--- src/prbs_pkg.sv ---
package prbs_pkg;

  // --------------------------------------------------
  // LFSR and link word geometry
  // --------------------------------------------------

  // State width of every LFSR in the subsystem
  // One link word carries exactly one full LFSR state
  localparam int lfsr_width = 16;

  // Feedback mask for x^16 + x^14 + x^13 + x^11 + 1
  // Bits 15, 13, 12 and 10 are set, which gives the maximal period of 2^16 - 1
  // The MSB must stay set or the period collapses
  localparam logic [lfsr_width-1:0] lfsr_taps = 16'hb400;

  // State loaded into the generator at reset
  // Any nonzero value works, since all-zero is the one state the LFSR never leaves
  localparam logic [lfsr_width-1:0] lfsr_seed = 16'hace1;

  // --------------------------------------------------
  // Checker statistics
  // --------------------------------------------------

  // Width of the word, bit-error and word-error counters
  // All three saturate at all ones instead of wrapping
  localparam int count_width = 24;

  // Consecutive mismatching words that make the checker drop lock
  // A single injected error therefore never costs the lock
  localparam int miss_limit = 3;

endpackage
--- src/prbs_link_top.sv ---
`timescale 1ns/100ps

// PRBS link test subsystem
// A generator streams LFSR words to a checker over a four-phase req/ack link
// The link is internal and mirrored unregistered on the monitor outputs
module prbs_link_top #(
  parameter int Width = prbs_pkg::lfsr_width,
  parameter logic [Width-1:0] Taps = prbs_pkg::lfsr_taps,
  parameter logic [Width-1:0] Seed = prbs_pkg::lfsr_seed
) (
  input logic clk,
  input logic reset,
  // Stream control for the generator
  input logic run,
  input logic inject_error,
  input logic reseed,
  input logic [Width-1:0] seed_state,
  // Copies of the internal link
  output logic mon_req,
  output logic mon_ack,
  output logic [Width-1:0] mon_data,
  // Checker status
  output logic locked,
  output logic [prbs_pkg::count_width-1:0] word_count,
  output logic [prbs_pkg::count_width-1:0] bit_error_count,
  output logic [prbs_pkg::count_width-1:0] word_error_count
);

  logic link_req;
  logic link_ack;
  logic [Width-1:0] link_data;

  // --------------------------------------------------
  // Generator to checker link
  // --------------------------------------------------

  prbs_gen #(
    .Width(Width),
    .Taps(Taps),
    .Seed(Seed)
  ) u_gen (
    .clk(clk),
    .reset(reset),
    .run(run),
    .inject_error(inject_error),
    .reseed(reseed),
    .seed_state(seed_state),
    .link_req(link_req),
    .link_data(link_data),
    .link_ack(link_ack)
  );

  // Checker uses the same taps, it only learns the phase from the data
  prbs_check #(
    .Width(Width),
    .Taps(Taps)
  ) u_check (
    .clk(clk),
    .reset(reset),
    .link_req(link_req),
    .link_data(link_data),
    .link_ack(link_ack),
    .locked(locked),
    .word_count(word_count),
    .bit_error_count(bit_error_count),
    .word_error_count(word_error_count)
  );

  // Monitor outputs follow the link in the same cycle
  assign mon_req = link_req;
  assign mon_ack = link_ack;
  assign mon_data = link_data;

endmodule

--- src/prbs_check.sv ---
`timescale 1ns/100ps

// PRBS pattern checker
// Receives words over the four-phase link, locks onto the sequence by seeding its
// own LFSR from a received word, then predicts and compares every later word
module prbs_check #(
  parameter int Width = prbs_pkg::lfsr_width,
  parameter logic [Width-1:0] Taps = prbs_pkg::lfsr_taps
) (
  input logic clk,
  input logic reset,
  input logic link_req,
  input logic [Width-1:0] link_data,
  output logic link_ack,
  // High while received words are being compared against the prediction
  output logic locked,
  // Number of compared words
  output logic [prbs_pkg::count_width-1:0] word_count,
  // Total flipped bits over all compared words
  output logic [prbs_pkg::count_width-1:0] bit_error_count,
  // Compared words with at least one flipped bit
  output logic [prbs_pkg::count_width-1:0] word_error_count
);

  localparam int miss_width = $clog2(prbs_pkg::miss_limit + 1);
  localparam int pop_width = $clog2(Width + 1);

  logic take;
  logic prime;
  logic lfsr_reinit;
  logic lfsr_advance;
  logic [Width-1:0] predicted;
  logic [Width-1:0] diff;
  logic [pop_width-1:0] diff_bits;
  logic mismatch;
  logic [miss_width-1:0] miss_count;
  logic [prbs_pkg::count_width:0] bit_sum;

  // Number of set bits in one word
  function automatic logic [pop_width-1:0] popcount(input logic [Width-1:0] value);
    logic [pop_width-1:0] total;
    total = '0;
    for (int i = 0; i < Width; i++) begin
      total = total + pop_width'(value[i]);
    end
    return total;
  endfunction

  // --------------------------------------------------
  // Link receive side
  // --------------------------------------------------

  // A word is taken on the edge that raises ack
  // Ack falls one cycle after req is seen low
  assign take = link_req && !link_ack;

  always_ff @(posedge clk) begin
    if (reset) begin
      link_ack <= 1'b0;
    end else if (take) begin
      link_ack <= 1'b1;
    end else if (!link_req) begin
      link_ack <= 1'b0;
    end
  end

  // --------------------------------------------------
  // Prediction
  // --------------------------------------------------

  // The LFSR runs one step ahead of the last received word
  // After a lock it is seeded with the received word, then primed by one step
  // in the following cycle, which is well before the next word can arrive
  assign lfsr_reinit = take && !locked;
  assign lfsr_advance = (take && locked) || prime;

  lfsr #(
    .Width(Width),
    .Taps(Taps)
  ) u_lfsr (
    .clk(clk),
    .reset(reset),
    .reinit(lfsr_reinit),
    .initial_state(link_data),
    .advance(lfsr_advance),
    .out(),
    .out_state(predicted)
  );

  assign diff = link_data ^ predicted;
  assign diff_bits = popcount(diff);
  assign mismatch = |diff;

  // One extra bit catches the carry for saturation
  assign bit_sum = {1'b0, bit_error_count} + (prbs_pkg::count_width + 1)'(diff_bits);

  // --------------------------------------------------
  // Lock tracking
  // --------------------------------------------------

  always_ff @(posedge clk) begin
    if (reset) begin
      locked <= 1'b0;
      prime <= 1'b0;
      miss_count <= '0;
    end else begin
      prime <= lfsr_reinit;
      if (take) begin
        if (!locked) begin
          // The seeding word is trusted and not compared
          locked <= 1'b1;
          miss_count <= '0;
        end else if (mismatch) begin
          // Too many misses in a row means the sequence moved, so relock
          if (miss_count == miss_width'(prbs_pkg::miss_limit - 1)) begin
            locked <= 1'b0;
            miss_count <= '0;
          end else begin
            miss_count <= miss_count + 1'b1;
          end
        end else begin
          miss_count <= '0;
        end
      end
    end
  end

  // --------------------------------------------------
  // Statistics
  // --------------------------------------------------

  // All counters stop at all ones
  always_ff @(posedge clk) begin
    if (reset) begin
      word_count <= '0;
      bit_error_count <= '0;
      word_error_count <= '0;
    end else if (take && locked) begin
      if (word_count != '1) begin
        word_count <= word_count + 1'b1;
      end
      bit_error_count <= bit_sum[prbs_pkg::count_width] ? '1 :
                         bit_sum[prbs_pkg::count_width-1:0];
      if (mismatch && (word_error_count != '1)) begin
        word_error_count <= word_error_count + 1'b1;
      end
    end
  end

endmodule

--- src/prbs_gen.sv ---
`timescale 1ns/100ps

// PRBS pattern generator
// Each LFSR state goes out as one word over a four-phase req/ack link
// The LFSR only moves between handshakes, so its state is the word on the link
module prbs_gen #(
  parameter int Width = prbs_pkg::lfsr_width,
  parameter logic [Width-1:0] Taps = prbs_pkg::lfsr_taps,
  // State after reset
  parameter logic [Width-1:0] Seed = prbs_pkg::lfsr_seed
) (
  input logic clk,
  input logic reset,
  // Keep sending words while high
  input logic run,
  // One-cycle pulse, flips bit 0 of the next word that starts
  input logic inject_error,
  // One-cycle pulse, reloads the LFSR from seed_state
  input logic reseed,
  input logic [Width-1:0] seed_state,
  output logic link_req,
  output logic [Width-1:0] link_data,
  input logic link_ack
);

  // Handshake sequencer states
  localparam logic [1:0] st_idle = 2'd0;
  localparam logic [1:0] st_req = 2'd1;
  localparam logic [1:0] st_drop = 2'd2;

  logic [1:0] hs_state;
  logic inject_pending;
  logic reseed_pending;
  logic flip_bit;
  logic word_done;
  logic do_reseed;
  logic start_word;
  logic lfsr_reinit;
  logic lfsr_advance;
  logic [Width-1:0] lfsr_init;
  logic [Width-1:0] lfsr_state;

  // --------------------------------------------------
  // Handshake control
  // --------------------------------------------------

  // The word ends when req is down and the checker has released ack
  assign word_done = (hs_state == st_drop) && !link_ack;
  assign do_reseed = reseed || reseed_pending;

  // A reseed lands right away when idle, otherwise at the end of the word
  assign lfsr_reinit = do_reseed && ((hs_state == st_idle) || word_done);
  assign lfsr_advance = word_done && !do_reseed;

  // From idle a reseed goes first and the word starts one cycle later
  // At the end of a word the next one starts on the same edge, which gives
  // one word every 4 cycles
  assign start_word = run && (((hs_state == st_idle) && !do_reseed) || word_done);

  always_ff @(posedge clk) begin
    if (reset) begin
      hs_state <= st_idle;
    end else begin
      case (hs_state)
        st_idle: begin
          if (start_word) begin
            hs_state <= st_req;
          end
        end
        st_req: begin
          // Checker has captured the word
          if (link_ack) begin
            hs_state <= st_drop;
          end
        end
        st_drop: begin
          if (word_done) begin
            hs_state <= start_word ? st_req : st_idle;
          end
        end
        default: begin
          hs_state <= st_idle;
        end
      endcase
    end
  end

  // Error injection and reseed requests wait here until they can be applied
  always_ff @(posedge clk) begin
    if (reset) begin
      inject_pending <= 1'b0;
      reseed_pending <= 1'b0;
      flip_bit <= 1'b0;
    end else begin
      if (start_word) begin
        // A pulse in the starting cycle still counts for this word
        flip_bit <= inject_pending || inject_error;
        inject_pending <= 1'b0;
      end else begin
        if (word_done) begin
          flip_bit <= 1'b0;
        end
        if (inject_error) begin
          inject_pending <= 1'b1;
        end
      end
      if (lfsr_reinit) begin
        reseed_pending <= 1'b0;
      end else if (reseed) begin
        reseed_pending <= 1'b1;
      end
    end
  end

  // --------------------------------------------------
  // Sequence source
  // --------------------------------------------------

  // Seed at reset, seed_state for every later reinit
  assign lfsr_init = reset ? Seed : seed_state;

  lfsr #(
    .Width(Width),
    .Taps(Taps)
  ) u_lfsr (
    .clk(clk),
    .reset(reset),
    .reinit(lfsr_reinit),
    .initial_state(lfsr_init),
    .advance(lfsr_advance),
    .out(),
    .out_state(lfsr_state)
  );

  assign link_req = (hs_state == st_req);
  // Data stays stable from the rise of req to the fall of ack
  assign link_data = lfsr_state ^ {{(Width-1){1'b0}}, flip_bit};

endmodule

--- src/lfsr.sv ---
`timescale 1ns/100ps

// Fibonacci LFSR
// The next state is the current state shifted left by one, with the MSB dropped
// and the parity of the tapped bits entering as the new LSB
// With a maximal tap mask every nonzero state is visited once per period
module lfsr #(
  // Number of state bits, at least 2
  parameter int Width = prbs_pkg::lfsr_width,
  // Feedback mask, the MSB set for a maximal period
  parameter logic [Width-1:0] Taps = prbs_pkg::lfsr_taps
) (
  input logic clk,
  input logic reset,
  // Load initial_state on the next edge, taking priority over advance
  input logic reinit,
  // State used by both reset and reinit
  input logic [Width-1:0] initial_state,
  // Step the sequence by one
  input logic advance,
  // LSB of the state, the classic single-bit PRBS output
  output logic out,
  // Whole state, used as a word by the link blocks
  output logic [Width-1:0] out_state
);

  logic [Width-1:0] state;
  logic feedback;

  // Parity of the tapped bits becomes the new LSB
  assign feedback = ^(state & Taps);

  // --------------------------------------------------
  // State register
  // --------------------------------------------------

  // Reset and reinit share the same load path
  // Without advance or reinit the state simply holds
  always_ff @(posedge clk) begin
    if (reset || reinit) begin
      state <= initial_state;
    end else if (advance) begin
      state <= {state[Width-2:0], feedback};
    end
  end

  assign out = state[0];
  assign out_state = state;

endmodule

--- config.mk ---
export PLATFORM = sky130hd
export DESIGN_NAME = prbs_link_top
export DESIGN_NICKNAME = d
export VERILOG_FILES = /design/src/prbs_pkg.sv /design/src/prbs_link_top.sv /design/src/prbs_check.sv /design/src/prbs_gen.sv /design/src/lfsr.sv
export SDC_FILE = /design/constraint.sdc
export NUM_CORES = 1
export LEC_CHECK = 0
export BUFFER_PORTS_ARGS = -buffer_cell sky130_fd_sc_hd__buf_2
export CORE_MARGIN = 1
export CORE_UTILIZATION = 45
export DETAILED_ROUTE_END_ITERATION = 8
export PLACE_DENSITY = 0.63
export SLEW_MARGIN = 20
export SYNTH_ARGS = -nofsm -noshare
export SYNTH_HDL_FRONTEND = slang
export SYNTH_SLANG_ARGS = --single-unit
--- constraint.sdc ---
create_clock -name clk -period 15.44 [get_ports clk]
set_input_delay 0.772 -clock clk [delete_from_list [all_inputs] [get_ports clk]]
set_output_delay 0.772 -clock clk [all_outputs]
set_load 0.1 [all_outputs]
# == Word level (Yosys, flattened, before mapping) ==
# Index checks and enable logic that the tools add are counted.
# word_totals
register_bits,114
elab_cells,95
mem_count,0
latch_bits,0
in_bits,21
mem_bits_ro,0
output_inout_bits,91
ramBits,0
# classes
div_mod_pow,0
muxes,21
bitwise_logic,2
n_mul,0
order_cmp,0
add_sub_neg,19
n_eq_ne,9
shift,0
n_reduce_logical,31
# op_table
op,n
$mux W16,5
$add A5 B1 Y5,14
$add A24 B1 Y24 const B,2
$ne A24 B24 Y1 const B,2
$reduce_xor A16 Y1,2
$add A24 B5 Y25,1
$mux W24,1
$reduce_or A16 Y1,1
$xor A16 B1 Y16,1
$xor A16 B16 Y16,1
$mux W2,6
$logic_and A1 B1 Y1,9
$mux W1,8
$logic_or A1 B1 Y1,7
$pmux W2 S3,1
$reduce_bool A2 Y1,3
$eq A2 B2 Y1 const B,2
$ne A2 B1 Y1 const B,2
$ne A2 B2 Y1 const B,2
$reduce_and A2 Y1,2
$reduce_or A2 Y1,2
$logic_not A1 Y1,3
$reduce_and A3 Y1,1
$add A1 B1 Y2,1
3 further kinds,3

# == Depth between registers and ports, before layout ==
# logic_depth
depth_word,19
mapped_depth,20
depth_no_buf,19

# == Hierarchy ==
# A second synthesis with hierarchy kept.
# hier_totals
cells_unflattened,620
area_unflattened_um2,6207.2
# by_module_without_submodules
module,area_per_inst_um2,seq_area_each_um2,cells_per_inst,n_inst
prbs_check,4346.7,1541.5,497,1
lfsr,760.7,480.5,40,2
prbs_gen,339.1,100.1,43,1

# == Least setup slack after synthesis ==
# OpenSTA, ideal clock, no wires.
# synth_timing
kind,register to register
from,reg u_gen.u_lfsr.state[0] (netlist: u_gen.u_lfsr.out_state[0])
to,reg u_check.bit_error_count[21] (netlist name)
setup_time_ps,133
stages_incl_launch_ff,19
arrival_time_ps,7377
n_path_buf,1
required_time_ps,15307
slack_ps,7931
period_less_slack_ps,7509
path_cell_list,edfxtp_1 xor2_1 xor2_1 ha_1 fa_1 fa_1 inv_1 fa_1 fa_1 fa_1 fa_1 inv_1 fa_1 a211o_1 a21oi_1 nor2_1 nand2_1 buf_2 a31oi_1
# synth_between
elab_chain_cells,19
# synth_lines
element,line_no,source
start: declaration,lfsr.sv:27,logic [Width-1:0] state;
start signal: assignment,lfsr.sv:41,state <= initial_state;
start signal: assignment,lfsr.sv:43,"state <= {state[Width-2:0], feedback};"
$xor A16 B1 Y16,prbs_gen.sv:137,"assign link_data = lfsr_state ^ {{(Width-1){1'b0}}, flip_bit};"
via mon_data[0],prbs_link_top.sv:21,"output logic [Width-1:0] mon_data,"
$xor A16 B16 Y16,prbs_check.sv:90,assign diff = link_data ^ predicted;
$add A1 B1 Y2,prbs_check.sv:44,total = total + pop_width'(value[i]);
$add A5 B1 Y5 (14 in a row),prbs_check.sv:44,
$add A24 B5 Y25,prbs_check.sv:95,"assign bit_sum = {1'b0, bit_error_count} + (prbs_pkg::count_width + 1)'(diff_bits);"
$mux W24,prbs_check.sv:142,bit_error_count <= bit_sum[prbs_pkg::count_width] ? '1 :
end signal: assignment,prbs_check.sv:142,
end: declaration,prbs_check.sv:20,"output logic [prbs_pkg::count_width-1:0] bit_error_count,"
# The timed path passes the listed nets, and every way through them passes these cells.
# A chain may end at the register's enable or synchronous reset.

# == Worst setup path after layout ==
# layout_timing
from,reg u_gen.u_lfsr.state[0] (netlist: u_gen.u_lfsr.out_state[0])
to,reg u_check.bit_error_count[13] (netlist name)
# layout_between
elab_chain_cells,19
# layout_lines
element,line_no
$xor A16 B1 Y16,prbs_gen.sv:137
$xor A16 B16 Y16,prbs_check.sv:90
$add A1 B1 Y2,prbs_check.sv:44
$add A5 B1 Y5 (14 in a row),prbs_check.sv:44
$add A24 B5 Y25,prbs_check.sv:95
$mux W24,prbs_check.sv:142
# No other way between the ends.

==> flow_summary.json <==
{
  "run_status": "complete, no violations",
  "grt_first_pass_wirelength_um": 24370,
  "synthArstFlopShare_pct": 0,
  "postCtsHoldBufs": 0,
  "cts_resized": 0,
  "endpoint_kind": "flop",
  "placed_area_um2": 6947,
  "cts_buffers": 17,
  "crit_type": "flop to flop",
  "cts-root-buf": "clkbuf_16",
  "setup.worst_path.start": "u_gen.u_lfsr.out_state[0]",
  "syn_inst": 663,
  "drtPass1Iterations": 5,
  "clk_latency_ns": 0.41,
  "num-fill-cells": 1238,
  "synth_seq_area_share_pct": 41.55,
  "p_per_area_nw_per_um2": 177.3,
  "diodes": 0,
  "cp_data_arrival_time_ns": 6.85,
  "synth_nets": 709,
  "synth_ff_type": "dfxtp_1",
  "postRouteAntennaNets": 0,
  "peakVddDrop_mv": 0.1732,
  "finalNetCount": 813,
  "ys_ff_latch": 114,
  "die_h_um": 120.0,
  "post_cts_buffers": 0,
  "first_global_vias": 5100,
  "wire_per_inst_um": 15.70,
  "cts_tree": "done",
  "cap_violations": 0,
  "max_slew_margin_pct": 49.65,
  "gp_congestion": 0.8797,
  "required_ns": 15.70,
  "gr-total-overflow": 0,
  "hp-class": "flop to flop",
  "final_core_util_pct": 56.86,
  "cp_max_fo": 16,
  "start_util_pct": 46.74,
  "syn_area_um2": 6264,
  "timing.rr.start": "u_gen.u_lfsr.out_state[0]",
  "critPathLaunchType": "flop",
  "cts.sink_count": 114,
  "holdCritStartpoint": "u_check.miss_count[0]",
  "grt_use_total_pct": 21.36,
  "antenna_found_initial": 0,
  "synth_warnings": 0,
  "synth_edf_count": 32,
  "layout_commonest_cell": "buf_2",
  "clk_pin_slew_worst_paths_ns": 0.05,
  "numPortBuffers": 111,
  "tightest_slew_ns": 0.7537,
  "drive_gt1_share_pct": 23.46,
  "core_um2": 13400,
  "areaGrowthSynthToFinish_pct": 21.65,
  "synth_area_per_cell_um2": 9.447,
  "period_needed_ns": 6.592,
  "grt_max_degree": 70,
  "finalSetupTns_ns": 0,
  "drt_drc_violations_left": 0,
  "design_area_um2": 7620,
  "finalNonFillerCells": 956,
  "clock_skew_ns": 0.007917,
  "die-width_um": 120.0,
  "p_leak_nw": 3.002,
  "via_per_inst": 5.710,
  "slew_viol_final": 0,
  "rows": 42,
  "routed_wl_um": 15010,
  "post-dp-hpwl_um": 10520,
  "htree_levels": 4,
  "layout_common_cells": "110 x buf_2, 82 x dfxtp_1, 58 x nand2_1, 55 x a21oi_1, 42 x nor2_1",
  "place_inst": 924,
  "dr.first_iter.drc_count": 261,
  "fmax_mhz": 151.7,
  "vias": 5459,
  "die_area_um2": 14400,
  "ys_types": 54,
  "hold_viol": 0,
  "clk_path_buf_depth": 2,
  "rsz0062_at_grt": "false",
  "finalSetupViolations": 0,
  "min_period_over_period_pct": 42.70,
  "io_pins": 112
}
[synthesized netlist by cell type, drive strengths merged (14+ instances only)]
library cell,n,area [µm²]
nor2,42,157.7
buf,14,86.32
nand4,16,100.1
or4,18,138.9
nand2,58,217.7
o31ai,20,150.1
nand3,24,120.1
edfxtp,32,960.9
o21ai,20,100.1
or3,15,93.84
xor2,20,175.2
clkbuf,19,71.32
dfxtp,82,1642
nor2b,14,87.58
mux2,26,292.8
a21oi,55,275.3
xnor2,30,262.8
and4,15,131.4
inv,22,82.58
ha,14,175.2
[cell families (layout without fill, tap and decap cells)]
family	Yosys count	after routing	share of synthesized area [%]
buffers and inverters	55	172	3.835
and+or+nand+nor	261	261	23.71
adders and majority gates	25	25	6.312
muxes	27	27	4.834
DFF	114	114	41.55
AOI/OAI and AO/OA	131	131	12.76
xor gates and xnor gates	50	50	6.992
[flip-flops by register name, summed over array words and instances (netlist names), 2 cells and up]
signal                    cells
u_check.u_lfsr.out_state     16
u_gen.u_lfsr.out_state       16
u_check.bit_error_count      24
u_check.word_error_count     24
u_check.miss_count            2
u_gen.hs_state                2
u_check.word_count           24
[stage by stage]
stage / hold slack (ns) / setup WS [ns] / power, mW
2_1_floorplan: 0.4430 / 7.931 / 0.8047
3_3_place_gp: 0.4549 / 8.976 / 0.8816
3_5_place_dp: 0.4721 / 8.808 / 0.8992
4_1_cts: 0.4795 / 8.820 / 1.362
5_1_grt: 0.5034 / 8.393 / 1.447
6_report: 0.4774 / 8.848 / 1.351
[metal layers]
| metal | global-route usage [%] | part of all wire, % | up-vias |
|---|---|---|---|
| met5 | 0 | 0 | - |
| met4 | 8.359 | 1.0 | 0 |
| met3 | 4.658 | 4.1 | 13 |
| met2 | 34.70 | 49 | 120 |
| met1 | 27.55 | 46 | 2670 |
| li1 | - | - | 2656 |
[where the power goes]
part | total (mW) | leakage (nW) | switching, mW | internal [mW]
Sequential | 0.340 | 0.980 | 0.0140 | 0.326
Combinational | 0.559 | 1.69 | 0.328 | 0.231
Clock | 0.452 | 0.328 | 0.137 | 0.315
[critical path, stage by stage (launching register included)]
cell and delay, ns:
edfxtp_1 0.39, xor2_1 0.26, xor2_1 0.22, ha_1 0.28, fa_1 0.51, fa_1 0.56
inv_1 0.06, fa_1 0.50, fa_1 0.51, fa_1 0.47, fa_1 0.49, inv_1 0.06
fa_1 0.45, a211o_1 0.28, a21oi_1 0.56, nor2_1 0.22, nand2_1 0.47, a31oi_1 0.15
[final timing paths]
path / to / slack, ns / cells past startpoint
max: u_check.bit_error_count[13] / 8.85 / 17
min: u_check.miss_count[0] / 0.48 / 2
max reg2reg: u_check.bit_error_count[13] / 8.85 / 17
min reg2reg: u_check.miss_count[0] / 0.48 / 2
[final cells by class]
type | instances | area, µm² | area share [%]
clock inverters | 14 | 240.2 | 3.153
repair buffers | 118 | 610.6 | 8.013
clock buffers | 18 | 429.2 | 5.632
inverters | 22 | 82.58 | 1.084
well taps | 176 | 220.2 | 2.890
flip-flops and latches | 114 | 2603 | 34.15
multi-input cells | 494 | 3435 | 45.07
No activity file was read; power rests on OpenSTA's default activity.
